`config.mk`:
```
export PLATFORM = sky130hd
export DESIGN_NAME = fp_addsub
export DESIGN_NICKNAME = d
export VERILOG_FILES = /design/src/common/fe2_pkg.sv /design/src/verilog/fp_addsub.sv
export VERILOG_INCLUDE_DIRS = /design/src /design/src/common
export SDC_FILE = /design/constraint.sdc
export NUM_CORES = 1
export LEC_CHECK = 0
export ABC_AREA = 1
export BUFFER_PORTS_ARGS = -buffer_cell sky130_fd_sc_hd__clkbuf_2
export CAP_MARGIN = 20
export CORE_MARGIN = 1
export CORE_UTILIZATION = 35
export CTS_CLUSTER_SIZE = 28
export DETAILED_ROUTE_END_ITERATION = 8
export GPL_TIMING_DRIVEN = 0
export PLACE_DENSITY_LB_ADDON = 0.25
export SLEW_MARGIN = 20
export SYNTH_ARGS = -nofsm -noshare
export SYNTH_HDL_FRONTEND = slang
export SYNTH_SLANG_ARGS = --single-unit
```
`constraint.sdc`:
```
create_clock -name i_clk -period 4.1 [get_ports i_clk]
set_input_delay 0.615 -clock i_clk [delete_from_list [all_inputs] [get_ports i_clk]]
set_output_delay 0.615 -clock i_clk [all_outputs]
set_load 0.005 [all_outputs]
```
`src/common/fe2_params.svh`:
```
// Fp2 inversion engine parameters
// Field width, the Mersenne prime and the multiplier latency
`ifndef FE2_PARAMS_SVH
`define FE2_PARAMS_SVH

// Width of one base-field element
`define FE_WIDTH 31

// Mersenne prime 2^31 - 1 that the reduction relies on
`define FE_PRIME 31'h7fff_ffff

// Cycles from multiplier valid in to valid out
`define MUL_LAT 2

`endif

```
`src/common/fe2_pkg.sv`:
```
// Fp2 inversion engine types
// Field element, multiplier tag and the two state machine encodings
`include "fe2_params.svh"

package fe2_pkg;

  // Base-field element, also one stream beat
  typedef logic [`FE_WIDTH-1:0] fe_t;

  // Which product a multiplier result belongs to
  typedef logic [1:0] mul_tag_t;

  localparam mul_tag_t TAG_A_SQ = 2'd0;
  localparam mul_tag_t TAG_B_SQ = 2'd1;
  localparam mul_tag_t TAG_RE   = 2'd2;
  localparam mul_tag_t TAG_IM   = 2'd3;

  typedef enum logic [2:0] {S_IDLE, S_SQUARE, S_NORM, S_INVERT, S_SCALE, S_HANDOFF} seq_state_t;

  typedef enum logic [1:0] {I_IDLE, I_SQR, I_MUL, I_DONE} inv_state_t;

endpackage

```
`src/verilog/fp_addsub.sv`:
```
// Modular adder and subtractor over the prime 2^31 - 1
// Result is corrected into [0, P) and registered
`include "fe2_params.svh"

module fp_addsub import fe2_pkg::*; (
  input  logic i_clk,
  input  logic i_rst,
  input  logic i_val,
  input  logic i_sub,
  input  fe_t  i_a,
  input  fe_t  i_b,
  output logic o_val,
  output fe_t  o_res
);

  logic [`FE_WIDTH:0] sum;
  logic [`FE_WIDTH:0] diff;
  logic [`FE_WIDTH:0] res_n;

  assign sum  = {1'b0, i_a} + {1'b0, i_b};
  assign diff = {1'b0, i_a} - {1'b0, i_b};

  always_comb begin
    if (i_sub) begin
      // Borrow into the top bit means a < b
      res_n = diff[`FE_WIDTH] ? diff + {1'b0, `FE_PRIME} : diff;
    end else begin
      res_n = (sum >= {1'b0, `FE_PRIME}) ? sum - {1'b0, `FE_PRIME} : sum;
    end
  end

  always_ff @(posedge i_clk) begin
    if (i_rst) begin
      o_val <= 1'b0;
    end else begin
      o_val <= i_val;
    end
  end

  always_ff @(posedge i_clk) begin
    o_res <= res_n[`FE_WIDTH-1:0];
  end

  a_in_range: assert property (@(posedge i_clk) disable iff (i_rst)
    i_val |-> (i_a < `FE_PRIME) && (i_b < `FE_PRIME));

endmodule

```
Yosys cells after proc, flatten, opt, wreduce, memory -nomap -nowiden --
Cells that the tools add are included.
Operators by class: $add $sub $neg 4, $lt $le $gt $ge 1, multiplexer cells 3
Operators by type and width (number):
- $mux W31 | 3
- $add A31 B31 Y32 | 1
- $ge A32 B31 Y1 const B | 1
- $sub A31 B31 Y32 | 1
- $add A31 B31 Y31 const B | 1
- $sub A31 B31 Y31 const B | 1
Storage, ports and cells: flip-flop bits (word level) 32, input port bits 66, output and inout bits 32, word-level logic and storage cells 10

Logic depth before layout (Yosys ltp) --
depth in word-level cells 4, mapped depth 26, depth with buffers taken out 24

Least setup slack after synthesis --
OpenSTA, ideal clock, no wires.
path type input-to-reg, start in i_a[0], end reg o_res[19], data arrival time 2.957 ns, setup slack 1.030 ns, stages on the path 20, path buffers 2, cell sequence ha_1 > fa_1 > ha_1 > inv_1 > nor2_1 > nand3_1 > inv_2 > nand3_1 > nor2_1 > nand2_1 > nor2_4 > nand3_2 > nor2_4 > nand2_1 > nand2_2 > buf_6 > buf_6 > nand3_1 > nand3_1 > nand2_1
Between the ends: word-level cells in the longest chain between the ends 4
RTL lines:
- from (decl) | RTL line fp_addsub.sv:10 | input fe_t i_a,
- $add A31 B31 Y32 / $sub A31 B31 Y32 (equally long branches) | RTL line fp_addsub.sv:20, fp_addsub.sv:21
- $sub A31 B31 Y31 (tied with other cells) | RTL line fp_addsub.sv:28 | res_n = (sum >= {1'b0, `FE_PRIME}) ? sum - {1'b0, `FE_PRIME} : sum;
- $mux W31, on equally long branches | RTL line fp_addsub.sv:28, fp_addsub.sv:26
- $mux W31 (*) | RTL line fp_addsub.sv:24 | if (i_sub) begin
- via res_n[19] | RTL line fp_addsub.sv:18 | logic [`FE_WIDTH:0] res_n;
- to (signal assigned) | RTL line fp_addsub.sv:41 | o_res <= res_n[`FE_WIDTH-1:0];
- to (decl) | RTL line fp_addsub.sv:13 | output fe_t o_res
Mark *: on every way through the listed nets, which the timed path passes. The rest lies on a longest branch. A chain may end at the register's enable or synchronous reset.

Worst setup path after layout --
start in i_b[18], end reg o_res[23]
Between the ends: word-level cells in the longest chain between the ends 4
RTL lines:
- from (decl) | RTL line fp_addsub.sv:11 | input fe_t i_b,
- $add A31 B31 Y32 / $sub A31 B31 Y32 (equally long branches) | RTL line fp_addsub.sv:20, fp_addsub.sv:21
- $sub A31 B31 Y31 (tied with other cells) | RTL line fp_addsub.sv:28
- $mux W31, on equally long branches | RTL line fp_addsub.sv:28, fp_addsub.sv:26
- $mux W31 (*) | RTL line fp_addsub.sv:24
- via res_n[23] | RTL line fp_addsub.sv:18
Marked as above.

==> results by group <==
Run status
  – Status: finished, final reports clean

Yosys
  – Synth cell count leaders: 492 x nand2_1, 179 x inv_1, 153 x nand3_1
  – Avg Inst Size Synth: 5.31 sq um
  – Synth Flop Type: dfxtp_1
  – Number of flops mapped to enable cells by yosys: 0
  – Ys Warns: 0
  – Most frequent cell after synthesis: nand2_1
  – Synth top area cells: nand2_1 24%, ha_1 10%, nand3_1 9.9%
  – Sequential fraction of the synthesis area: 8.25%
  – Yosys reg bits: 32
  – Mapped Cells: 1461
  – Synthesized cell area: 7760 sq um
  – Post-synthesis cell type count: 42
  – Fraction of registers with async set/reset: 0%
  – Syn Nets: 1593
  – Synth top area share: 23.8%
  – Post-synth top area cell: nand2_1

Final layout
  – Ant. Diodes: 0
  – Final core utilization: 40.2%
  – Post-layout nets: 1697
  – Filler cell count: 2538
  – Area growth from synthesis to layout: 12.7%
  – Final Non-Filler Cells: 1846
  – Share of cells above drive strength 1: 15.5%

STA
  – Final setup violation count: 0
  – Tcrit/Tclk final: 87.4%
  – TNS Setup: 0 ns
  – Unrepaired setup endpoints after global routing: false
  – Slew Viols, Final: 0
  – Worst setup margin: 0.516 ns
  – Max_slew headroom: 51.6%
  – Worst-margin pin slew: 0.725 ns
  – Final count of hold timing violations: 0
  – Max Fclk: 279 MHz
  – Min Clock Period, post-route: 3.58 ns

Min path
  – Hold path depth: 2
  – HP Class: in2reg
  – Hold Startpoint: i_rst
  – Hold EP: o_val$_SDFF_PP0_

Worst setup path
  – Critical path launch point type: input port
  – CP endpoint kind: flip-flop
  – CP Cell Sequence: clkbuf_2 > inv_1 > ha_1 > buf_4 > a21oi_1 > o21ai_0 > a21o_1 > a21oi_1 > nand2_1 > inv_1 > nand2_1 > nor2_1 > inv_1 > nor2_4 > nand3_1 > nand2_1 > nand3_1 > nand2_1
  – Critical path arrival: 3.81 ns
  – Kind of critical path: in2reg
  – Crit path largest cell delay: 0.33 ns
  – Worst EP required: 4.32 ns
  – CP Max Fanout: 10
  – Delay-heaviest family, CP: simple AND/OR/NAND/NOR gates
  – Worst path most repeated cell: nand2_1
  – CP Buf/Inv Count: 5
  – CP max-delay cell: a21oi_1

Detailed routing
  – DR WL/cell: 15.6 microns
  – Final wirelength: 28.8 mm
  – Drt via density: 5.06
  – Remaining DRCs: 0
  – DR iter-0 viols: 658
  – Vias: 9332
  – Drt first pass iters: 7
  – Post-route ant nets: 0

Clock network
  – CTS buffer count: 5
  – Htree depth: 2
  – Clk buf depth: 2
  – CTS tree: yes
  – Cts repair resizes: 0
  – Cts hold-fix bufs: 0
  – Clock root buffer: clkbuf_16
  – Clock transition at path regs: 0.05 ns
  – Clk sink count: 32
  – Setup Buffers After CTS: 0

Global routing
  – First-pass GRT wire length: 44.5 mm
  – GRT Util Overall: 25.8%
  – Total grt overflow: 0
  – Initial antenna violation count: 0
  – Largest net degree at the start of global routing: 11
  – Vias in the first global route: 8439

Place
  – I/O Buffers: 97
  – Placed cell count: 1838
  – Routability cong.: 0.962
  – Detailed Place HPWL: 25.3 mm
  – DP Worst Slack: 0.252 ns

Power
  – Max rail drop VDD: 0.208 mV
  – Design Power: 2210 uW
  – Leakage: 0.00476 uW
  – PwrDens: 253 nW/um^2

Floorplan
  – Die X-Extent: 151 microns
  – Die Area: 22800 sq um
  – Site Rows: 54
  – Die Y: 151 microns
  – Core box area: 21800 sq um
  – Initial Util: 35.7%
  – # IOs: 98

Flow run
  – Max-Cap Viols: 0
routing by layer:
layer | track usage (%) | vias to the layer above | share of wire, %
li1 | - | 4856 | -
met2 | 44.2 | 274 | 46
met3 | 0.723 | 42 | 4.5
met1 | 35.0 | 4160 | 47
met4 | 7.40 | 0 | 2.3
met5 | 0 | - | 0
sequential cells by signal (all words and copies together), names as in the netlist:
register,cells
o_res,31
o_val,1
layout make-up:
class	instances	area (sq um)	area share, %
Sequential cell	32	641	7.33
Tap cell	280	350	4.01
Inverter	218	821	9.39
Timing Repair Buffer	97	485	5.55
Buffer	37	290	3.32
Multi-Input combinational cell	1174	6010	68.7
Clock buffer	8	146	1.67
cell families (layout without fill, tap and decap cells):
kind of cell	after synthesis	count (layout)	share of synthesized area, %
simple gates	921	921	52.4
buf+inv	255	360	14.3
compound gates	158	158	10.9
fa+ha+maj	66	66	10.8
flops	32	32	8.25
xor+xnor	29	29	3.27
per-stage QoR:
stage	area, sq um	hold slack [ns]
after CTS	8740	0.491
after detailed placement	8600	0.781
after global placement	8600	0.773
after global routing	8740	0.514
final	8740	0.491
after floorplan	7760	0.686
worst max-delay path by stage:
stage          cells past startpoint  slack [ns]                end     from
2_1_floorplan                     20        1.03  o_res[19]$_DFF_P_   i_a[0]
3_3_place_gp                      19        0.21  o_res[26]$_DFF_P_   i_a[0]
3_5_place_dp                      19        0.25  o_res[26]$_DFF_P_   i_a[0]
4_1_cts                           19        0.53  o_res[26]$_DFF_P_   i_a[0]
5_1_grt                           21        0.18  o_res[23]$_DFF_P_   i_b[6]
6_report                          18        0.52  o_res[23]$_DFF_P_  i_b[18]
power breakdown:
group | internal (uW) | switching (uW)
Combinational | 453 | 1000
Sequential | 374 | 13.7
Clock | 241 | 128
Total | 1070 | 1140
cells in the final DEF, fill, tap and decap left out, drive strengths merged, types with 2 or more instances in the layout:
cell    instances
ha             64
nand3b          9
dfxtp          32
a31oi           3
inv           214
a21o            5
clkinv          4
nand3         159
nor4            3
buf            30
clkbuf        112
nor2          171
nor3           20
o21bai          5
a21oi          78
nand4          34
xor2           28
o21ai          65
nand2         521
fa              2
or2             2
Note: power is estimated with default switching activity, not from simulation.
