## src/common/fe2_params.svh

```systemverilog
// Fp2 inversion engine parameters
// Field width, the Mersenne prime and the multiplier latency
`ifndef FE2_PARAMS_SVH
`define FE2_PARAMS_SVH

// Width of one base-field element
`define FE_WIDTH 31

// Mersenne prime 2^31 - 1 that the reduction relies on
`define FE_PRIME 31'h7fff_ffff

// Cycles from multiplier valid in to valid out
`define MUL_LAT 2

`endif

```

## src/common/fe2_pkg.sv

```systemverilog
// Fp2 inversion engine types
// Field element, multiplier tag and the two state machine encodings
`include "fe2_params.svh"

package fe2_pkg;

  // Base-field element, also one stream beat
  typedef logic [`FE_WIDTH-1:0] fe_t;

  // Which product a multiplier result belongs to
  typedef logic [1:0] mul_tag_t;

  localparam mul_tag_t TAG_A_SQ = 2'd0;
  localparam mul_tag_t TAG_B_SQ = 2'd1;
  localparam mul_tag_t TAG_RE   = 2'd2;
  localparam mul_tag_t TAG_IM   = 2'd3;

  typedef enum logic [2:0] {S_IDLE, S_SQUARE, S_NORM, S_INVERT, S_SCALE, S_HANDOFF} seq_state_t;

  typedef enum logic [1:0] {I_IDLE, I_SQR, I_MUL, I_DONE} inv_state_t;

endpackage

```

## src/verilog/fp_mul.sv

```systemverilog
// Modular multiplier over the prime 2^31 - 1
// Stage one registers the full product, stage two folds and corrects
// The tag travels with the data unchanged
`include "fe2_params.svh"

module fp_mul import fe2_pkg::*; (
  input  logic     i_clk,
  input  logic     i_rst,
  input  logic     i_val,
  input  fe_t      i_a,
  input  fe_t      i_b,
  input  mul_tag_t i_tag,
  output logic     o_val,
  output fe_t      o_res,
  output mul_tag_t o_tag
);

  logic [2*`FE_WIDTH-1:0] prod_q;
  logic                   val_q;
  mul_tag_t               tag_q;
  logic [`FE_WIDTH:0]     fold;
  logic [`FE_WIDTH:0]     fold_sub;

  // 2^31 is 1 mod P, so the high half adds onto the low half
  assign fold     = {1'b0, prod_q[`FE_WIDTH-1:0]} + {1'b0, prod_q[2*`FE_WIDTH-1:`FE_WIDTH]};
  assign fold_sub = fold - {1'b0, `FE_PRIME};

  always_ff @(posedge i_clk) begin
    if (i_rst) begin
      val_q <= 1'b0;
      o_val <= 1'b0;
    end else begin
      val_q <= i_val;
      o_val <= val_q;
    end
  end

  always_ff @(posedge i_clk) begin
    prod_q <= {{`FE_WIDTH{1'b0}}, i_a} * {{`FE_WIDTH{1'b0}}, i_b};
    tag_q  <= i_tag;
    o_tag  <= tag_q;
    // One subtract is enough since the fold stays below 2P
    o_res  <= (fold >= {1'b0, `FE_PRIME}) ? fold_sub[`FE_WIDTH-1:0] : fold[`FE_WIDTH-1:0];
  end

  // Folded result equals the full product reduced mod P
  a_res_reduced: assert property (@(posedge i_clk) disable iff (i_rst)
    o_val |-> (64'(o_res) == 64'($past(prod_q)) % 64'(`FE_PRIME)));

endmodule

```

## config.mk

```make
export PLATFORM = sky130hd
export DESIGN_NAME = fp_mul
export DESIGN_NICKNAME = d
export VERILOG_FILES = /design/src/common/fe2_pkg.sv /design/src/verilog/fp_mul.sv
export VERILOG_INCLUDE_DIRS = /design/src /design/src/common
export SDC_FILE = /design/constraint.sdc
export NUM_CORES = 2
export LEC_CHECK = 0
export BUFFER_PORTS_ARGS = -buffer_cell sky130_fd_sc_hd__buf_4
export CORE_ASPECT_RATIO = 0.5
export CORE_MARGIN = 1
export CORE_UTILIZATION = 35
export DETAILED_ROUTE_END_ITERATION = 6
export PLACE_DENSITY = 0.48
export SETUP_SLACK_MARGIN = 0.05
export SLEW_MARGIN = 5
export SYNTH_ARGS = -nofsm -noshare
export SYNTH_HDL_FRONTEND = slang
export SYNTH_SLANG_ARGS = --single-unit
```

## constraint.sdc

```tcl
create_clock -name i_clk -period 8.7 [get_ports i_clk]
set_input_delay 0.435 -clock i_clk [delete_from_list [all_inputs] [get_ports i_clk]]
set_output_delay 0.435 -clock i_clk [all_outputs]
set_load 0.005 [all_outputs]
```

Word-level counts from Yosys, hierarchy flattened:

Cells that the tools add are included.
Widths: inputs -> output; s select.

* add/sub/neg operators: 2
* multipliers: 1
* $lt $le $gt $ge: 1
* multiplexer cells: 1

Operators by type and width (count)
* $mul 31x31->62: 1
* $add 31x31->32: 1
* $ge 32x31->1 const B: 1
* $mux 31: 1
* $sub 31x31->31 const B: 1

* register bits: 99
* bits of input ports: 67
* output and inout bits: 34
* word-level logic and storage cells: 11

Depth between registers and ports, before layout:

* depth after elaboration: 3
* gate-level depth with buffers: 30
* gate-level depth less buffers: 28

Worst setup path after synthesis:

OpenSTA, ideal clock, no wires.

* path kind: input to register
* from: in i_b[4]
* to: reg prod_q[58]
* setup time: 0.072 ns
* arrival: 7.384 ns
* required time: 8.628 ns
* path slack: 1.244 ns
* stages on the path: 29
* buffers on the path: 2
* cell sequence: clkbuf_1 -> and2_1 -> fa_1 -> fa_1 -> fa_1 -> inv_1 -> fa_1 -> inv_1 -> fa_1 -> inv_1 -> fa_1 -> inv_1 -> fa_1 -> inv_1 -> fa_1 -> inv_1 -> ha_1 -> clkbuf_1 -> a21o_1 -> a21oi_1 -> o21ai_0 -> a31oi_1 -> o221ai_1 -> a21oi_1 -> a21oi_1 -> a211oi_1 -> o21ai_0 -> a311oi_1 -> xnor2_1

* word-level cells in the longest chain between the ends: 1

RTL lines
* from (decl): RTL line fp_mul.sv:11 `input fe_t i_b,`
* $mul 31x31->62: RTL line fp_mul.sv:39 `` prod_q <= {{`FE_WIDTH{1'b0}}, i_a} * {{`FE_WIDTH{1'b0}}, i_b}; ``
* to (signal assigned): RTL line fp_mul.sv:39
* to (decl): RTL line fp_mul.sv:18 `` logic [2*`FE_WIDTH-1:0] prod_q; ``

Every way passes these cells.
A chain may end at the register's enable or synchronous reset.

Worst setup path in the final report:

* from: in i_a[16]
* to: reg prod_q[58]

* word-level cells in the longest chain between the ends: 1

RTL lines
* from (decl): RTL line fp_mul.sv:10 `input fe_t i_a,`
* $mul 31x31->62: RTL line fp_mul.sv:39

Every way passes these cells.

==> Flow_metrics.wiki <==
{| class="wikitable"
! Metric !! Value
|-
| Status || completed
|-
| Worst R2R Path Depth || 12
|-
| Destination of the critical timing path || prod_q[58]
|-
| Remaining design rule violation count || 0
|-
| Crit path max fanout || 31
|-
| RR Startpoint || prod_q[0]
|-
| Clock tree from TritonCTS || built
|-
| Main synth FF type || dfxtp_1
|-
| Via density per instance || 4.96
|-
| CP Depth || 26
|-
| Min cycle time layout || 7.81 ns
|-
| Commonest cells after routing, fill and taps aside || 838 x fa_1, 812 x inv_1, 538 x nand2_1
|-
| Mean post-synth cell area || 9.09 sq um
|-
| Share of the synthesized netlist area taken by xor and xnor gates || 2.58%
|-
| Flop2flop setup slack || 4.35 ns
|-
| Worst Path Required || 8.98 ns
|-
| Die boundary height || 228 um
|-
| Post-CTS setup-driven buffer insertion count || 0
|-
| GRT Overall Usage || 22.6%
|-
| Total Neg Setup Slack || 0 ns
|-
| Synth warnings || 0
|-
| Register area share after synthesis || 5.55%
|-
| Die span in x || 454 um
|-
| Multiplexer share of the synthesized area || 0.119%
|-
| Number of antenna-violating nets in the routed design || 0
|-
| Type of origin of the critical path || primary input
|-
| First-iteration detailed-routing DRC count || 1,677
|-
| Post-cts hold buffer count || 0
|-
| Clock transition at the registers of the reported paths || 0.07 ns
|-
| Category of the worst setup path capture point || register
|-
| CP delay by family, top || adder cells
|-
| Start-to-end type of the worst setup path || in2reg
|-
| Share of synthesized flip-flops with an asynchronous set or reset || 0%
|-
| Met1 Usage GRT || 32.1%
|-
| Netlist Area Pre-Place || 35,700 sq um
|-
| R2r endpoint || o_res[1]
|-
| Met2 track utilization from global routing || 33.7%
|-
| Busiest metal layer after global routing || met2
|-
| Clk Latency, worst-skew pair || 0.36 ns
|-
| Area of the placeable core || 101,000 sq um
|-
| Overflow after GRT || 0
|-
| Starting density of the core || 35.5%
|-
| Tightest slew margin relative to the limit || 52.0%
|-
| Number of endpoints with negative hold slack in the final report || 0
|-
| Setup repair after global routing missed its margin || false
|-
| H-tree Lvls || 3
|-
| Count of port buffers added during placement || 100
|-
| Synth Area in Adders || 57.1%
|-
| Buf+Inv Stages, Crit Path || 5
|-
| Number of storage elements in the synthesis netlist || 99
|-
| Sinks on the clock net || 99
|-
| Actual transition at the worst max-transition pin || 0.715 ns
|-
| Share of layout cells above drive strength 1 || 4.23%
|-
| Root buffer selected by CTS || clkbuf_16
|-
| Post-synth EDFFs || 0
|-
| Syn_nets || 5,119
|-
| Buffer levels on the longest clock path || 2
|-
| GPL Wtd Cong || 0.928
|-
| Routed vias || 25,800
|-
| Number of maximum-capacitance constraint violations || 0
|-
| Most frequent standard cell in the layout excluding fill and tap cells || fa_1
|-
| F_max || 128 MHz
|-
| Final routed wirelength across all metal layers || 115,000 um
|-
| Wire length of the first global-routing pass || 176,000 um
|-
| Number of rows created at floorplan || 82
|-
| Full die area || 103,000 sq um
|-
| Area Growth Syn to Fin || 5.88%
|-
| Count of distinct cell types in the synthesized netlist || 72
|-
| Arrival time of data at the critical path endpoint || 8.09 ns
|-
| Post-DR wirelength/cell || 22.1 um
|-
| Dominant combinational cell family by area after synthesis || adder cells
|-
| CTS resizes || 0
|-
| Final setup skew || 0.0128 ns
|-
| Worst hold-check path type || in2reg
|-
| Count of pins over their slew limit || 0
|-
| Crit-path slowest cell || fa_1
|-
| Simple logic cell fraction of the synthesized area || 17.9%
|-
| HPWL after detailed placement || 93,100 um
|-
| Worst setup path startpoint || i_a[16]
|-
| Boundary pin count || 101
|-
| Largest net degree at the start of global routing || 32
|-
| Most common cell on crit path || fa_1
|-
| Global Route met3 Usage || 7.85%
|-
| Pre-antenna DRT Iters || 5
|-
| Via count of the first global-routing pass || 27,900
|-
| Complex-gate fraction of the synthesized area || 5.89%
|-
| Count of endpoints failing setup in the final report || 0
|-
| Synthesized instance count || 3,927
|-
| Worst path max stage delay || 0.55 ns
|-
| Initial antenna violation count || 6
|-
| Final Net Count || 5,040
|-
| TritonCTS Buffers || 9
|-
| Share of the cycle needed by the critical path after routing || 89.8%
|}
## flip-flops by register name, indices dropped and copies added, names as in the netlist
signal	flops
tag_q	2
o_val	1
o_res	31
o_tag	2
prod_q	62
val_q	1
## synth_stat cells (8+ instances only)
cell / instances / area [sq um]
a211oi_1: 11 / 82.6
a21o_1: 70 / 526
a21oi_1: 101 / 505
a31oi_1: 13 / 81.3
and2_1: 510 / 3190
and3_1: 17 / 106
clkbuf_1: 208 / 781
dfxtp_1: 99 / 1980
fa_1: 838 / 16800
ha_1: 287 / 3590
inv_1: 812 / 3050
nand2_1: 538 / 2020
nand2b_1: 12 / 75.1
nand3_1: 32 / 160
nand4_1: 31 / 194
nor2_1: 41 / 154
nor2b_1: 14 / 87.6
nor3_1: 20 / 100
o21a_1: 8 / 60.1
o21ai_0: 42 / 210
o21bai_1: 11 / 82.6
xnor2_1: 63 / 552
xor2_1: 42 / 368
## per-stage QoR
stage / std cells / hold WS [ns] / instance area, sq um / worst slack, ns / util, %
6_report: 5198 / 0.182 / 37800 / 0.891 / 37.6
5_1_grt: 5197 / 0.174 / 37800 / 0.434 / 37.6
4_1_cts: 5197 / 0.167 / 37800 / 0.901 / 37.6
3_5_place_dp: 5181 / 0.319 / 37500 / 0.496 / 37.3
3_3_place_gp: 5181 / 0.310 / 37500 / 0.550 / 37.3
2_1_floorplan: 3927 / 0.310 / 35700 / 1.24 / -
## worst min-delay path by stage
stage	startpoint	endpoint	depth (start not counted)
after global routing	i_tag[0]	tag_q[0]	1
after global placement	tag_q[1]	o_tag[1]	0
after detailed placement	tag_q[0]	o_tag[0]	0
after CTS	i_tag[1]	tag_q[1]	1
after floorplan	tag_q[0]	o_tag[0]	0
final	i_tag[1]	tag_q[1]	1
## metal layers
layer / routed length, um / part of all wire, % / vias up
li1: - / - / 11500
met1: 53400 / 46 / 13400
met2: 48500 / 42 / 797
met3: 11700 / 10 / 76
met4: 1430 / 1.2 / 4
met5: 33 / 0.029 / -
## area by class of cell
class	count	area [sq um]
Antenna cell	1	2.50
Clock buffer	9	225
Clock inverter	7	86.3
Fill cell	10300	62800
Inverter	812	3050
Multi-Input combinational cell	2800	29800
Sequential cell	99	1980
Tap cell	1344	1680
Timing Repair Buffer	126	946
## cells by family after synthesis
| kind of cell | count (synthesis) |
|---|---|
| adder cells (fa/ha/maj) | 1125 |
| AND/OR/NAND/NOR | 1249 |
| XOR/XNOR | 105 |
| flip-flops | 99 |
| AO/OA/AOI/OAI | 317 |
| buffers and inverters | 1028 |
| multiplexers | 4 |
Power is left out: the tool's default activity adds up to more than one toggle a clock period on the data nets, which glitch-free logic cannot reach.
