File: src/common/fe2_params.svh
// Fp2 inversion engine parameters
// Field width, the Mersenne prime and the multiplier latency
`ifndef FE2_PARAMS_SVH
`define FE2_PARAMS_SVH

// Width of one base-field element
`define FE_WIDTH 31

// Mersenne prime 2^31 - 1 that the reduction relies on
`define FE_PRIME 31'h7fff_ffff

// Cycles from multiplier valid in to valid out
`define MUL_LAT 2

`endif

File: src/common/fe2_pkg.sv
// Fp2 inversion engine types
// Field element, multiplier tag and the two state machine encodings
`include "fe2_params.svh"

package fe2_pkg;

  // Base-field element, also one stream beat
  typedef logic [`FE_WIDTH-1:0] fe_t;

  // Which product a multiplier result belongs to
  typedef logic [1:0] mul_tag_t;

  localparam mul_tag_t TAG_A_SQ = 2'd0;
  localparam mul_tag_t TAG_B_SQ = 2'd1;
  localparam mul_tag_t TAG_RE   = 2'd2;
  localparam mul_tag_t TAG_IM   = 2'd3;

  typedef enum logic [2:0] {S_IDLE, S_SQUARE, S_NORM, S_INVERT, S_SCALE, S_HANDOFF} seq_state_t;

  typedef enum logic [1:0] {I_IDLE, I_SQR, I_MUL, I_DONE} inv_state_t;

endpackage

File: src/verilog/fe2_stream_out.sv
// Output side of the Fp2 inverter
// Holds the result and sends real then imaginary part
// Each beat waits for ready, done pulses after the eop transfer
module fe2_stream_out import fe2_pkg::*; (
  input  logic i_clk,
  input  logic i_rst,
  input  logic i_res_val,
  input  fe_t  i_re,
  input  fe_t  i_im,
  output logic o_val,
  output logic o_sop,
  output logic o_eop,
  output fe_t  o_dat,
  input  logic i_rdy,
  output logic o_done
);

  fe_t  re_q;
  fe_t  im_q;
  logic beat;

  assign o_sop = ~beat;
  assign o_eop = beat;
  assign o_dat = beat ? im_q : re_q;

  always_ff @(posedge i_clk) begin
    if (i_rst) begin
      o_val  <= 1'b0;
      beat   <= 1'b0;
      o_done <= 1'b0;
    end else begin
      o_done <= 1'b0;
      if (i_res_val) begin
        o_val <= 1'b1;
        beat  <= 1'b0;
      end else if (o_val && i_rdy) begin
        if (beat) begin
          o_val  <= 1'b0;
          beat   <= 1'b0;
          o_done <= 1'b1;
        end else begin
          beat <= 1'b1;
        end
      end
    end
  end

  always_ff @(posedge i_clk) begin
    if (i_res_val) begin
      re_q <= i_re;
      im_q <= i_im;
    end
  end

endmodule

File: config.mk
export PLATFORM = sky130hd
export DESIGN_NAME = fe2_stream_out
export DESIGN_NICKNAME = d
export VERILOG_FILES = /design/src/common/fe2_pkg.sv /design/src/verilog/fe2_stream_out.sv
export VERILOG_INCLUDE_DIRS = /design/src /design/src/common
export SDC_FILE = /design/constraint.sdc
export NUM_CORES = 1
export LEC_CHECK = 0
export ABC_AREA = 0
export BUFFER_PORTS_ARGS = -buffer_cell sky130_fd_sc_hd__buf_4
export CORE_UTILIZATION = 35
export CTS_BUF_LIST = sky130_fd_sc_hd__clkbuf_2 sky130_fd_sc_hd__clkbuf_4 sky130_fd_sc_hd__clkbuf_8
export CTS_CLUSTER_DIAMETER = 40
export CTS_CLUSTER_SIZE = 28
export DETAILED_ROUTE_END_ITERATION = 10
export GPL_TIMING_DRIVEN = 0
export PLACE_DENSITY = 0.64
export SYNTH_ARGS = -nofsm -noshare
export SYNTH_HDL_FRONTEND = slang
export SYNTH_SLANG_ARGS = --single-unit
File: constraint.sdc
create_clock -name i_clk -period 1.1 [get_ports i_clk]
set_clock_uncertainty 0.05 [all_clocks]
set_input_delay 0 -clock i_clk [delete_from_list [all_inputs] [get_ports i_clk]]
set_output_delay 0 -clock i_clk [all_outputs]
set_load 0.05 [all_outputs]
# Yosys cells after proc, flatten, opt, wreduce, memory -nomap -nowiden
# Cells that the tools add are included.
[totals] out_inout_bits=35 input_bits=66 elab_cells=19 ff_bits=65
[classes] n_mux=6 n_reduce_logical=6 bitwise=2
[ops] op="two-way mux 31 bit" count=1
[ops] op="two-way mux 1 bit" count=5
[ops] op="nonzero test 2 bit" count=2
[ops] op="OR reduction 3 bit" count=1
[ops] op="NOT 1 bit" count=2
[ops] op="AND reduction 2 bit" count=1
[ops] op="OR reduction 2 bit" count=1
[ops] op="logical AND 1 bit" count=1

# Logic depth before layout (Yosys ltp)
# Gate-level depths: netlist of run 1.
[logic_depth] word_depth=3 depth_mapped=4

# Worst setup path after synthesis of run 1
# Ideal clock, no wire load.
[synth_timing] kind="flip-flop to output port" start="reg beat (netlist: o_eop)" end="out o_dat[10]" required_ps=1050 stages_incl_launch_ff=4 setup_slack_ps=-342 arrival_ps=1392 cell_sequence="dfxtp_1 buf_6 buf_6 mux2_4"
[synth_via] elab_chain_cells=1
[synth_rtl] item="from (decl)" line="fe2_stream_out.sv:20" source="logic beat;"
[synth_rtl] item="from (signal assigned)" line="fe2_stream_out.sv:29" source="beat <= 1'b0;"
[synth_rtl] item="from (signal assigned)" line="fe2_stream_out.sv:35" source="beat <= 1'b0;"
[synth_rtl] item="from (signal assigned)" line="fe2_stream_out.sv:39" source="beat <= 1'b0;"
[synth_rtl] item="two-way mux 31 bit" line="fe2_stream_out.sv:24" source="assign o_dat = beat ? im_q : re_q;"
[synth_rtl] item="to (decl)" line="fe2_stream_out.sv:13" source="output fe_t o_dat,"
# Every way passes these cells.

# Final worst setup path of run 1
[layout_timing] start="reg beat (netlist: o_eop)" end="out o_dat[23]"
# The elaborated chain is that of the path after synthesis.

==> qor.yml, run 1 <==
status: "complete, but fails checks"
violations: "setup timing"
ys_types: 15
gp_congestion: 0.664
drive_above_1_share: 0.549
drtAntennaViolNets: 0
relSlewSlack: 0.471
critPathArrivalTime_ns: 1.43
synth_area_sq_mm: 0.00248
tritoncts: "yes"
instances_no_fill: 393
drtPass1Iterations: 5
dieWidth_microns: 86.1
synth_nets: 175
tightestPinTransition_ns: 0.794
rows: 30
crit_type: "flip-flop to output port"
placed_area_sq_mm: 0.00336
async_flop_share: 0
min-delay-start: "i_res_val"
finalMaxSlewViolations: 0
core_region_area_sq_mm: 0.00683
min_to: "im_q[28]$_DFFE_PP_"
ff2ff_setup_slack_ns: -0.24
hp-class: "input pin to flip-flop"
track_usage: 0.158
vias: 1677
drv_cap: 0
initialDrtViolationCount: 42
cellLeakagePower_nw: 1.86
vias_per_cell: 4.27
setup_slack_ns: -0.379
start_util: 0.362
critPathLaunchType: "flip-flop"
worst_hold_path.num_cells: 1
wl_per_cell_microns: 14.2
clk_pin_slew_ns: 0.06
post-place-ws_ns: -0.132
die_y_microns: 86.1
clkLatencyLatePin_ns: 0.32
dp_cells: 305
grt_pass1_wl_microns: 8400
post-dp-hpwl_microns: 2880
yosys_warnings: 0
grt_pass1_vias: 1790
clock_path_buffers: 2
boundaryPins: 101
syn_area_per_cell_sq_um: 22.7
layout.nets: 359
ys_ff_latch: 65
final_area_sq_mm: 0.00452
cts.sinks: 65
fmax_mhz: 676
antenna_found_initial: 0
vdd.ir_drop.worst_uv: 846
reg2reg_from: "o_eop$_SDFFE_PP0P_"
antenna_cells: 0
cp_max_fo: 8
final-hold-violation-count: 0
port_buffers: 100
synth_ff_type: "edfxtp_1"
nFillCells: 486
gr-total-overflow: 0
synth_edf_count: 62
r2r_cells: 7
end_kind: "output port"
grt_max_degree: 65
cts-root-buf: "clkbuf_8"
netlist_instances: 109
layout_min_cycle_time_ns: 1.48
area_growth_pct: 82.5
cts_made_buffers: 9
reg2reg_to: "o_val$_SDFFE_PP0P_"
rsz0062_at_grt: "true"
crit_required_ns: 1.05
finalCritPeriodShare: 1.34
drc: 0
power.density_mw_per_mm2: 1420
synth_seq_area_share: 0.776
h-tree-depth: 3
setup_violations: 35
wl_microns: 5570
die_area_sq_mm: 0.00741
-- layout make-up --
class                   count  area [sq um]  share of cell area
flip-flops and latches     65          1930               0.426
inverters                   1          6.26             0.00138
clock buffers              10           131              0.0291
well taps                  96           120              0.0266
repair buffers            174          1680               0.371
multi-input cells          39           529               0.117
plain buffers               3          60.1              0.0133
clock inverters             5          71.3              0.0158
-- worst max-delay path, stage by stage, from the launching register on --
cell	delay, ns
dfxtp_4	0.40
buf_12	0.12
buf_12	0.12
mux2_4	0.31
buf_6	0.16
-- how the worst max path moves through the flow --
stage / cells past startpoint / startpoint / end
6_report: 4 / o_eop$_SDFFE_PP0P_ / o_dat[23]
5_1_grt: 4 / o_eop$_SDFFE_PP0P_ / o_dat[23]
4_1_cts: 4 / o_eop$_SDFFE_PP0P_ / o_dat[0]
3_5_place_dp: 4 / o_eop$_SDFFE_PP0P_ / o_dat[17]
3_3_place_gp: 4 / o_eop$_SDFFE_PP0P_ / o_dat[17]
2_1_floorplan: 3 / o_eop$_SDFFE_PP0P_ / o_dat[10]
-- layout by cell type (no fill, tap or decap), types with 2 or more instances in the layout --
cell           Yosys  final
buf_4              0     69
dlygate4sd3_1      0     64
edfxtp_1          62     62
mux2_4            26     31
buf_6              3     29
buf_8              1     10
clkbuf_8           0      9
buf_12             0      5
clkinv_1           0      3
bufinv_16          0      2
dfxtp_1            3      2
-- kinds of logic (layout without fill, tap and decap cells) --
logic type             after synthesis  after routing  synth area share
AO/OA/AOI/OAI                        4              4            0.0131
multiplexers                        31             31             0.180
buffers and inverters                5            193            0.0212
AND/OR/NAND/NOR                      4              4           0.00909
flip-flops                          65             65             0.776
-- flip-flops by register name, indices dropped and copies added (netlist names) --
signal  cells
re_q       31
im_q       31
o_val       1
o_done      1
o_eop       1
-- power breakdown --
group / internal [W] / total (W) / switching [W] / leakage [nW]
logic: 0.000703 / 0.00134 / 0.000640 / 1.12
registers: 0.00292 / 0.00298 / 0.0000570 / 0.632
clock network: 0.00127 / 0.00211 / 0.000839 / 0.102
-- per-stage QoR --
stage	util	hold slack [ns]	power, W	setup TNS (ns)
final	0.662	0.228	0.00643	-10.96
after global routing	0.662	0.255	0.00668	-12.62
after CTS	0.654	0.238	0.00643	-11.52
after detailed placement	0.492	0.129	0.00402	-2.92
after global placement	0.492	0.129	0.00400	-2.78
after floorplan	-	0.0489	0.00362	-1.98
-- cells in the mapped netlist (3+ instances only) --
master | count | share of area
mux2_2 | 5 | 0.023
dfxtp_1 | 3 | 0.024
buf_6 | 3 | 0.014
edfxtp_1 | 62 | 0.75
mux2_4 | 26 | 0.16
-- routing by layer --
| layer | vias to the layer above | share of wire | GRT usage |
|---|---|---|---|
| li1 | 793 | - | - |
| met1 | 785 | 0.36 | 0.152 |
| met2 | 85 | 0.52 | 0.284 |
| met3 | 14 | 0.091 | 0.0654 |
| met4 | 0 | 0.024 | 0.0879 |
| met5 | - | 0 | 0 |
-- timing repair --
item	CTS	global route
endpoints found under the setup margin	32	34
resized for setup	47	15
setup buffers	7	3
cloned	1	0
pin swaps	0	1
hold endpoints to repair	65	0
hold buffers	64	0
Note: power is estimated with default switching activity, not from simulation.
==> inputs of run 2 (changes only) <==
--- a/config.mk
+++ b/config.mk
@@ -15,6 +15,7 @@
 export DETAILED_ROUTE_END_ITERATION = 10
 export GPL_TIMING_DRIVEN = 0
 export PLACE_DENSITY = 0.64
+export SETUP_SLACK_MARGIN = 0.3
 export SYNTH_ARGS = -nofsm -noshare
 export SYNTH_HDL_FRONTEND = slang
 export SYNTH_SLANG_ARGS = --single-unit
==> qor.yml, run 2 (synthesis gave the netlist of run 1 again) <==
cts-root-buf: "clkbuf_8"
crit_type: "flip-flop to output port"
dp_cells: 305
port_buffers: 100
antenna_cells: 0
finalMaxSlewViolations: 0
vias: 1676
antenna_found_initial: 0
grt_max_degree: 65
tightestPinTransition_ns: 0.806
instances_no_fill: 394
end_kind: "output port"
clkLatencyLatePin_ns: 0.32
wl_microns: 5870
crit_required_ns: 1.05
final_area_sq_mm: 0.00454
drtPass1Iterations: 3
top_regs: "im_q: 31 flops, re_q: 31 flops"
cellLeakagePower_nw: 1.85
cts_made_buffers: 9
die_area_sq_mm: 0.00741
gp_congestion: 0.683
relSlewSlack: 0.463
drive_above_1_share: 0.570
finalCritPeriodShare: 1.35
cp_max_fo: 6
start_util: 0.362
mostFrequentLayoutCells: "buf_4, dlygate4sd3_1, edfxtp_1"
power.density_mw_per_mm2: 1340
grt_pass1_wl_microns: 8710
drv_cap: 0
nFillCells: 473
layout.nets: 359
final-hold-violation-count: 0
die_y_microns: 86.1
final_common_cell: "buf_4"
drc: 0
timing.hold.ws_ns: 0.244
violations: "setup timing"
vdd.ir_drop.worst_uv: 780
critPathArrivalTime_ns: 1.44
wl_per_cell_microns: 14.9
dieWidth_microns: 86.1
grt_pass1_vias: 1761
hp-class: "input pin to flip-flop"
area_growth_pct: 83.5
placed_area_sq_mm: 0.00337
drtAntennaViolNets: 0
clk_pin_slew_ns: 0.07
core_region_area_sq_mm: 0.00683
rsz0062_at_grt: "true"
clock_path_buffers: 2
fmax_mhz: 671
status: "complete, but fails checks"
rows: 30
boundaryPins: 101
track_usage: 0.164
tritoncts: "yes"
cts.sinks: 65
critPathLaunchType: "flip-flop"
post-dp-hpwl_microns: 3030
initialDrtViolationCount: 50
layout_min_cycle_time_ns: 1.49
h-tree-depth: 3
vias_per_cell: 4.25
setup_violations: 36
setup_slack_ns: -0.389
gr-total-overflow: 0
## run 2: stage by stage
stage          power, W  worst slack (ns)   util  TNS [ns]
2_1_floorplan   0.00362           -0.0731      -     -1.89
3_3_place_gp    0.00401            -0.102  0.493     -2.40
3_5_place_dp    0.00403            -0.117  0.493     -2.68
4_1_cts         0.00609            -0.415  0.659    -12.91
5_1_grt         0.00629            -0.440  0.665    -14.14
6_report        0.00607            -0.389  0.665    -12.36
## run 2: layout make-up
cell class,count,area [sq um],area share
Clock inverter,6,35.0,0.00771
Tap cell,96,120,0.0264
Multi-Input combinational cell,39,541,0.119
Clock buffer,10,131,0.0289
Timing Repair Buffer,173,1700,0.374
Inverter,1,7.51,0.00165
Buffer,4,80.1,0.0176
Sequential cell,65,1930,0.425
## run 2: worst paths after layout
path | start | cells past startpoint | slack (ns) | end
worst max-delay path | o_eop$_SDFFE_PP0P_ | 4 | -0.39 | o_dat[0]
worst min-delay path | i_res_val | 1 | 0.24 | re_q[23]$_DFFE_PP_
worst max register to register | o_eop$_SDFFE_PP0P_ | 6 | -0.20 | o_eop$_SDFFE_PP0P_
worst min register to register | o_val$_SDFFE_PP0P_ | 2 | 0.52 | o_eop$_SDFFE_PP0P_
## run 2: repair_timing
action / 4_1_cts / 5_1_grt
hold buffers: 64 / 0
setup endpoints to repair: 38 / 38
buffers inserted: 4 / 3
hold endpoints to repair: 65 / 0
gates resized for setup: 65 / 4
pin swaps: 2 / 1
gates cloned: 2 / 0
## run 2: metal layers
metal	part of all wire	wire (microns)	track usage
met1	0.39	2290	0.175
met2	0.53	3110	0.294
met3	0.069	404	0.0539
met4	0.012	69	0.0727
met5	0	0	0
## run 2: power by group
part	switching [W]	leakage, nW	total, W	internal (W)
clock network	0.000904	0.0852	0.00173	0.000826
registers	0.0000582	0.633	0.00298	0.00292
logic	0.000652	1.14	0.00136	0.000713
## run 2: critical path, stage by stage (launching register included)
cell and delay [ns]:
dfxtp_4 0.36, buf_12 0.15, buf_8 0.14, mux2_4 0.31, buf_8 0.15
