==> src/common/fe2_params.svh <==
// Fp2 inversion engine parameters
// Field width, the Mersenne prime and the multiplier latency
`ifndef FE2_PARAMS_SVH
`define FE2_PARAMS_SVH

// Width of one base-field element
`define FE_WIDTH 31

// Mersenne prime 2^31 - 1 that the reduction relies on
`define FE_PRIME 31'h7fff_ffff

// Cycles from multiplier valid in to valid out
`define MUL_LAT 2

`endif

==> src/common/fe2_pkg.sv <==
// Fp2 inversion engine types
// Field element, multiplier tag and the two state machine encodings
`include "fe2_params.svh"

package fe2_pkg;

  // Base-field element, also one stream beat
  typedef logic [`FE_WIDTH-1:0] fe_t;

  // Which product a multiplier result belongs to
  typedef logic [1:0] mul_tag_t;

  localparam mul_tag_t TAG_A_SQ = 2'd0;
  localparam mul_tag_t TAG_B_SQ = 2'd1;
  localparam mul_tag_t TAG_RE   = 2'd2;
  localparam mul_tag_t TAG_IM   = 2'd3;

  typedef enum logic [2:0] {S_IDLE, S_SQUARE, S_NORM, S_INVERT, S_SCALE, S_HANDOFF} seq_state_t;

  typedef enum logic [1:0] {I_IDLE, I_SQR, I_MUL, I_DONE} inv_state_t;

endpackage

==> src/verilog/fe2_stream_in.sv <==
// Input side of the Fp2 inverter
// Collects the c0 and c1 beats and starts the sequencer
// Holds ready low while an inversion is in progress
module fe2_stream_in import fe2_pkg::*; (
  input  logic i_clk,
  input  logic i_rst,
  input  logic i_val,
  input  logic i_sop,
  input  logic i_eop,
  input  fe_t  i_dat,
  output logic o_rdy,
  input  logic i_busy,
  output logic o_start,
  output fe_t  o_a,
  output fe_t  o_b
);

  logic have_a;

  // Start pulse covers the cycle before busy rises
  assign o_rdy = ~(i_busy | o_start);

  always_ff @(posedge i_clk) begin
    if (i_rst) begin
      have_a  <= 1'b0;
      o_start <= 1'b0;
    end else begin
      o_start <= 1'b0;
      if (i_val && o_rdy) begin
        if (i_sop) begin
          have_a <= 1'b1;
          o_a    <= i_dat;
        end else if (have_a && i_eop) begin
          have_a  <= 1'b0;
          o_b     <= i_dat;
          o_start <= 1'b1;
        end
      end
    end
  end

endmodule

==> config.mk <==
export PLATFORM = sky130hd
export DESIGN_NAME = fe2_stream_in
export DESIGN_NICKNAME = d
export VERILOG_FILES = /design/src/common/fe2_pkg.sv /design/src/verilog/fe2_stream_in.sv
export VERILOG_INCLUDE_DIRS = /design/src /design/src/common
export SDC_FILE = /design/constraint.sdc
export NUM_CORES = 1
export LEC_CHECK = 0
export ABC_AREA = 1
export BUFFER_PORTS_ARGS = -buffer_cell sky130_fd_sc_hd__buf_2
export CAP_MARGIN = 10
export CELL_PAD_IN_SITES_DETAIL_PLACEMENT = 1
export CELL_PAD_IN_SITES_GLOBAL_PLACEMENT = 1
export CORE_MARGIN = 10
export CORE_UTILIZATION = 30
export DETAILED_ROUTE_END_ITERATION = 16
export GPL_TIMING_DRIVEN = 0
export MAX_ROUTING_LAYER = met4
export PLACE_DENSITY = 0.69
export REMOVE_ABC_BUFFERS = 1
export SYNTH_ARGS = -nofsm -noshare
export SYNTH_HDL_FRONTEND = slang
export SYNTH_SLANG_ARGS = --single-unit
==> constraint.sdc <==
create_clock -name i_clk -period 2.95 [get_ports i_clk]
set_clock_uncertainty 0.15 [all_clocks]
set_input_delay 0.59 -clock i_clk [delete_from_list [all_inputs] [get_ports i_clk]]
set_output_delay 0.59 -clock i_clk [all_outputs]
set_load 0.01 [all_outputs]
After elaboration in Yosys (flattened, before gate mapping)
Cells that the tools add are included.

Bits in registers: 64. Input port bits: 37. Output and inout port bits: 64. Logic and storage cells: 19.

Multiplexer cells: 3. Bitwise gates (word level): 5. Reductions and logical operators: 7.

Operators by type and width (number): $not 1->1 (4); $reduce_and 4->1 (1); $mux 1 (3); $reduce_and 3->1 (1); $reduce_or 3->1 (1); $logic_and 1x1->1 (2); $reduce_and 2->1 (1); $reduce_bool 2->1 (1); $or 1x1->1 (1).

Longest topological paths before layout
Gate-level depths: netlist of the first run.

Depth in word-level cells: 5. Gate-level depth with buffers: 4. Depth with buffers taken out: 4.

Worst setup path before layout of the first run
No wires, ideal clock.

Kind: in2reg. Start point: input i_busy. End point: register o_b[0], enable pin. Setup time: 0.419 ns. Arrival: 2.217 ns. Data required time: 2.381 ns. Path slack: 0.164 ns. Cell stages on the path: 3. Path buffers: 0. Cells stage by stage: nor2_2 -> nand3_1 -> nor2_1.

Longest elaborated chain between the ends: 4.

Ends and longest elaborated chain: start, declared (line fe2_stream_in.sv:12) `input logic i_busy,`; $or 1x1->1 (line fe2_stream_in.sv:21) `assign o_rdy = ~(i_busy | o_start);`; $not 1->1 (line fe2_stream_in.sv:21); $logic_and 1x1->1 (line fe2_stream_in.sv:29) `if (i_val && o_rdy) begin`; $reduce_and 4->1 (no source line); end signal, assigned (line fe2_stream_in.sv:35) `o_b <= i_dat;`; end, declared (line fe2_stream_in.sv:15) `output fe_t o_b`.

No other way between the ends. A chain may end at the register's enable or synchronous reset.

Worst setup path after layout of the first run
Start point: input i_busy. End point: register o_a[30], enable pin.

Longest elaborated chain between the ends: 4.

Ends and longest elaborated chain: $or 1x1->1 (line fe2_stream_in.sv:21); $not 1->1 (line fe2_stream_in.sv:21); $logic_and 1x1->1 (line fe2_stream_in.sv:29); $reduce_and 3->1 (no source line); end signal, assigned (line fe2_stream_in.sv:32) `o_a <= i_dat;`; end, declared (line fe2_stream_in.sv:14) `output fe_t o_a,`.

No other way between the ends.

==> impl_metrics.json, run 1 <==
{
  "grt_pass1_vias": 1394,
  "cts.root.buffer_cell": "clkbuf_8",
  "outcome": "completed",
  "antenna_left": 0,
  "dp_hpwl_um": 3860,
  "yosys-top-cells-area": "edfxtp_1 (95%), dfxtp_1 (2.0%), nor2_1 (0.77%)",
  "wl_per_cell_um": 18.4,
  "wl_met2_um": 2410,
  "peakVddDrop_mv": 0.382,
  "cp-start-kind": "input pin",
  "die_h_um": 101,
  "fillers": 641,
  "end_kind": "register",
  "fmax_ghz": 0.530,
  "antenna_found_initial": 0,
  "ys_seq_area_share_pct": 96.9,
  "setup_viol": 0,
  "route.detailed.drc": 0,
  "final_max_slew_viol_count": 0,
  "avgSynthCellArea_um2": 25.2,
  "start_util_pct": 30.9,
  "clk_pin_slew_ps": 70,
  "power_density_mw_per_mm2": 666,
  "setup_ws_ps": 1060,
  "fp.dieArea_mm2": 0.0102,
  "max_stage_delay_ps": 570,
  "cts_sinks": 64,
  "critPathMaxFanout": 17,
  "p_leak_nw": 1.13,
  "cts_setup_buffers": 0,
  "die_width_um": 101,
  "fp-row-count": 29,
  "cts_made_buffers": 9,
  "finalWirelength_um": 5020,
  "post-route-min-period_ps": 1890,
  "place_ws_ps": 677,
  "grt_max_degree": 18,
  "grt_remaining_overflow": 0,
  "top_layer": "met4",
  "yosysTopAreaCellShare_pct": 94.9,
  "crit_type": "in -> reg",
  "dp_cells": 257,
  "io_pins": 101,
  "rsz0062_at_grt": "false",
  "ys_types": 8,
  "ys_warn_count": 0,
  "netlist_instances": 78,
  "cts_hold_buf": 0,
  "grt_usage_pct": 10.5,
  "drv_cap": 0,
  "drive_gt1_share_pct": 60.7,
  "required_ps": 2840,
  "final_cells": 273,
  "cp_cell_sequence": "buf_2, nor2_2, nand4_1, inv_1, buf_16",
  "final_common_cell": "buf_2",
  "cts_resized": 0,
  "worst_slew_pin_slew_ps": 742,
  "drtPass1Iterations": 3,
  "arrival_ps": 1770,
  "nNetsFinal": 228,
  "grt_pass1_wl_um": 7700,
  "relSlewSlack_pct": 50.5,
  "finalHoldViolations": 0,
  "route.met3.wl_um": 567,
  "ys_seq_elements": 64,
  "yosysTopAreaCell": "edfxtp_1",
  "cts_tree": "yes",
  "io_buffers": 100,
  "mostFrequentLayoutCells": "buf_2 (100), edfxtp_1 (62), clkbuf_8 (9)",
  "clockBufferDepth": 2,
  "antennaDiodeCount": 0,
  "num_vias": 1160,
  "syn_area_mm2": 0.00196,
  "layout_worst_path_cycle_share_pct": 64.0,
  "viasPerCell": 4.25,
  "whs_ps": 295,
  "insertion_delay_ps": 320,
  "cts.htree.levels": 3,
  "area_growth_pct": 44.8,
  "min_path_type": "in -> reg",
  "drt_iter0_markers": 40,
  "coreArea_mm2": 0.00635,
  "cpMaxStageDelayCell": "inv_1",
  "place_congestion": 0.679,
  "wl_met1_um": 1950
}
registers in the layout, indices dropped and copies added (netlist names):
| name | count |
|---|---|
| have_a | 1 |
| o_start | 1 |
| o_b | 31 |
| o_a | 31 |
cells in the mapped netlist:
cell type and number:
nand3_1 2, edfxtp_1 62, dfxtp_1 2, nand4_1 1, nor2_1 4, inv_1 3
nor2_2 1, nand2_1 3
per-stage QoR:
step,utilization (%),instance area (µm²),power (mW),setup TNS [ps]
5_1_grt,44.7,2840,1.97,0
3_3_place_gp,40.3,2560,1.09,-22300
2_1_floorplan,-,1960,1.05,0
6_report,44.7,2840,1.89,0
3_5_place_dp,41.3,2620,1.10,0
4_1_cts,44.7,2840,1.92,0
path summary, 6_finish.rpt:
path | start | end | slack [ps] | depth (start not counted)
worst max-delay path | i_busy | o_a[30] | 1060 | 5
worst min-delay path | i_dat[27] | o_b[27] | 290 | 1
worst max register to register | o_start | o_a[30] | 1060 | 4
worst min register to register | have_a | have_a | 390 | 4
cell families (layout without fill, tap and decap cells):
group	Yosys count	in the layout	share of synthesized area, %
buffers and inverters	3	121	0.574
flip-flops	64	64	96.9
AND/OR/NAND/NOR	11	11	2.49
routing by layer:
layer  global-route usage [%]  vias up
met3                     5.90        9
li1                         -      532
met2                     15.9       68
met5                        -        -
met4                     4.89        0
met1                     10.9      551
worst max-delay path: cells and delay by family:
kind | cells | cell delay, ps
buffers and inverters | 3 | 910
and+or+nand+nor | 2 | 270
cell type report:
cell class / instances / area (µm²) / share of cell area (%)
clock inverter: 7 / 96.3 / 3.39
sequential: 64 / 1900 / 66.9
inverter: 3 / 11.3 / 0.396
tap: 77 / 96.3 / 3.39
clock buffer: 9 / 124 / 4.36
multi-input combinational: 11 / 56.3 / 1.98
timing repair buffer: 102 / 556 / 19.6
where the power goes:
part           internal, mW  switching (mW)
Clock                 0.475           0.337
Sequential             1.01         0.00352
Combinational        0.0296          0.0349
Total                  1.52           0.376
Note: power is estimated with default switching activity, not from simulation.
==> run 2: changes to the inputs <==
==> constraint.sdc (replaced) <==
create_clock -name i_clk -period 1.83 [get_ports i_clk]
set_clock_uncertainty 0.15 [all_clocks]
set_input_delay 0.366 -clock i_clk [delete_from_list [all_inputs] [get_ports i_clk]]
set_output_delay 0.366 -clock i_clk [all_outputs]
set_load 0.01 [all_outputs]
==> run 2 against run 1 <==
Non-clock buffer count grew 1; routed wire length is 0.36% higher; combinational power grew 61%; clock power grew 61%; critical path type is now reg -> reg; highest routed layer unchanged.
==> impl_metrics.json, run 2 (synthesis results as in run 1) <==
{
  "fillers": 639,
  "critPathMaxFanout": 17,
  "fmax_ghz": 0.590,
  "io_pins": 101,
  "p_leak_nw": 1.13,
  "fp.dieArea_mm2": 0.0102,
  "outcome": "completed",
  "viasPerCell": 4.25,
  "min_path_type": "in -> reg",
  "coreArea_mm2": 0.00635,
  "crit_type": "reg -> reg",
  "place_congestion": 0.679,
  "finalHoldViolations": 0,
  "wl_met1_um": 1970,
  "fin_area_mm2": 0.00287,
  "antenna_found_initial": 0,
  "wl_met2_um": 2380,
  "worst_slew_pin_slew_ps": 414,
  "grt_remaining_overflow": 0,
  "top_layer": "met4",
  "relSlewSlack_pct": 72.3,
  "die_width_um": 101,
  "r2r_cells": 4,
  "grt_usage_pct": 10.5,
  "dpl_cell_area_mm2": 0.00262,
  "r2r-end": "o_a[28]",
  "fp-row-count": 29,
  "finalSetupTns_ps": 0,
  "num_vias": 1165,
  "drt_iter0_markers": 67,
  "cp-start-kind": "register",
  "power_density_mw_per_mm2": 1070,
  "swShare_pct": 20.0,
  "drtPass1Iterations": 4,
  "largestRegisters": "o_a (31), o_b (31)",
  "seq_power_share_pct": 53.6,
  "peakVddDrop_mv": 0.611,
  "insertion_delay_ps": 330,
  "grt_pass1_vias": 1394,
  "route.detailed.drc": 0,
  "p_clk_share_pct": 43.0,
  "io_buffers": 100,
  "setup_viol": 0,
  "die_h_um": 101,
  "crit_start": "o_start",
  "layout_worst_path_cycle_share_pct": 92.7,
  "report.power.total_mw": 3.06,
  "antennaDiodeCount": 0,
  "drv_cap": 0,
  "dp_hpwl_um": 3860,
  "drive_gt1_share_pct": 61.4,
  "area_growth_pct": 46.0,
  "post-route-min-period_ps": 1700,
  "nNetsFinal": 229,
  "clk_pin_slew_ps": 70,
  "place_ws_ps": -219,
  "cts.root.buffer_cell": "clkbuf_8",
  "cts.htree.levels": 3,
  "final_max_slew_viol_count": 0,
  "grt_pass1_wl_um": 7710,
  "arrival_ps": 1590,
  "rrSetupSlack_ps": 130,
  "p_switching_mw": 0.611,
  "crit_end": "o_a[28]",
  "rsz0062_at_grt": "false",
  "cts_hold_buf": 0,
  "cts_made_buffers": 9,
  "final_common_cell": "buf_2",
  "comb_power_share_pct": 3.4,
  "mostFrequentLayoutCells": "buf_2 (100), edfxtp_1 (62), clkbuf_8 (9)",
  "setup_ws_ps": 134,
  "cts_tree": "yes",
  "p_int_mw": 2.45,
  "reg2reg_from": "o_start",
  "route.met3.wl_um": 585,
  "end_kind": "register",
  "start_util_pct": 30.9,
  "antenna_left": 0,
  "finalWirelength_um": 5040,
  "clockBufferDepth": 2,
  "cts_sinks": 64,
  "grt_max_degree": 18,
  "required_ps": 1720,
  "wl_per_cell_um": 18.4
}
-- run 2: cell count changes in the layout (fill, tap and decap cells not counted) --
cell        before  now
buf_12           0    1
clkinvlp_4       2    3
inv_1            3    2
-- run 2: worst min path at each step --
stage / from / slack, ps / cells after the start / endpoint
finish: i_dat[2] / 70 / 1 / o_b[2]
global route: i_dat[2] / 50 / 1 / o_a[2]
CTS: i_dat[27] / 60 / 1 / o_b[27]
global placement: have_a / 380 / 4 / have_a
detailed placement: have_a / 390 / 4 / have_a
floorplan: i_dat[0] / 310 / 0 / o_a[0]
-- run 2: per-stage QoR --
step	hold slack [ps]	util, %	std cells
final	68.1	45.1	274
after global placement	379	40.3	255
after global routing	50.9	45.1	274
after CTS	55.8	45.1	274
after detailed placement	387	41.3	257
after floorplan	315	-	78
-- run 2: what timing repair did --
action / 4_1_cts / 5_1_grt
setup buffers: 1 / 0
gates resized for setup: 1 / 0
endpoints found under the setup margin: 33 / 0
-- run 2: critical path, cell delays in order, from the launching register on --
cell,delay [ps]
dfxtp_1,330
nor2_2,180
nand4_1,180
clkinvlp_4,360
buf_16,210
-- run 2: layer usage --
metal  global-route usage (%)  vias up
li1                         -      534
met4                     4.89        0
met5                        -        -
met2                     15.9       70
met1                     11.0      551
met3                     5.90       10
-- run 2: cell type report --
type / count / area [µm²] / area share [%]
clock buffer: 9 / 124 / 4.32
clock inverter: 7 / 96.3 / 3.36
inverter: 3 / 15.0 / 0.524
multi-input combinational: 11 / 56.3 / 1.97
sequential: 64 / 1900 / 66.4
tap: 77 / 96.3 / 3.36
timing repair buffer: 103 / 576 / 20.1
-- run 2: power by group through the flow --
stage | clock network, mW | registers, mW | logic [mW]
detailed placement | 0 | 1.67 | 0.106
finish | 1.31 | 1.64 | 0.104
floorplan | 0 | 1.68 | 0.0116
CTS | 1.34 | 1.64 | 0.107
global route | 1.42 | 1.64 | 0.117
global placement | 0 | 1.67 | 0.0954
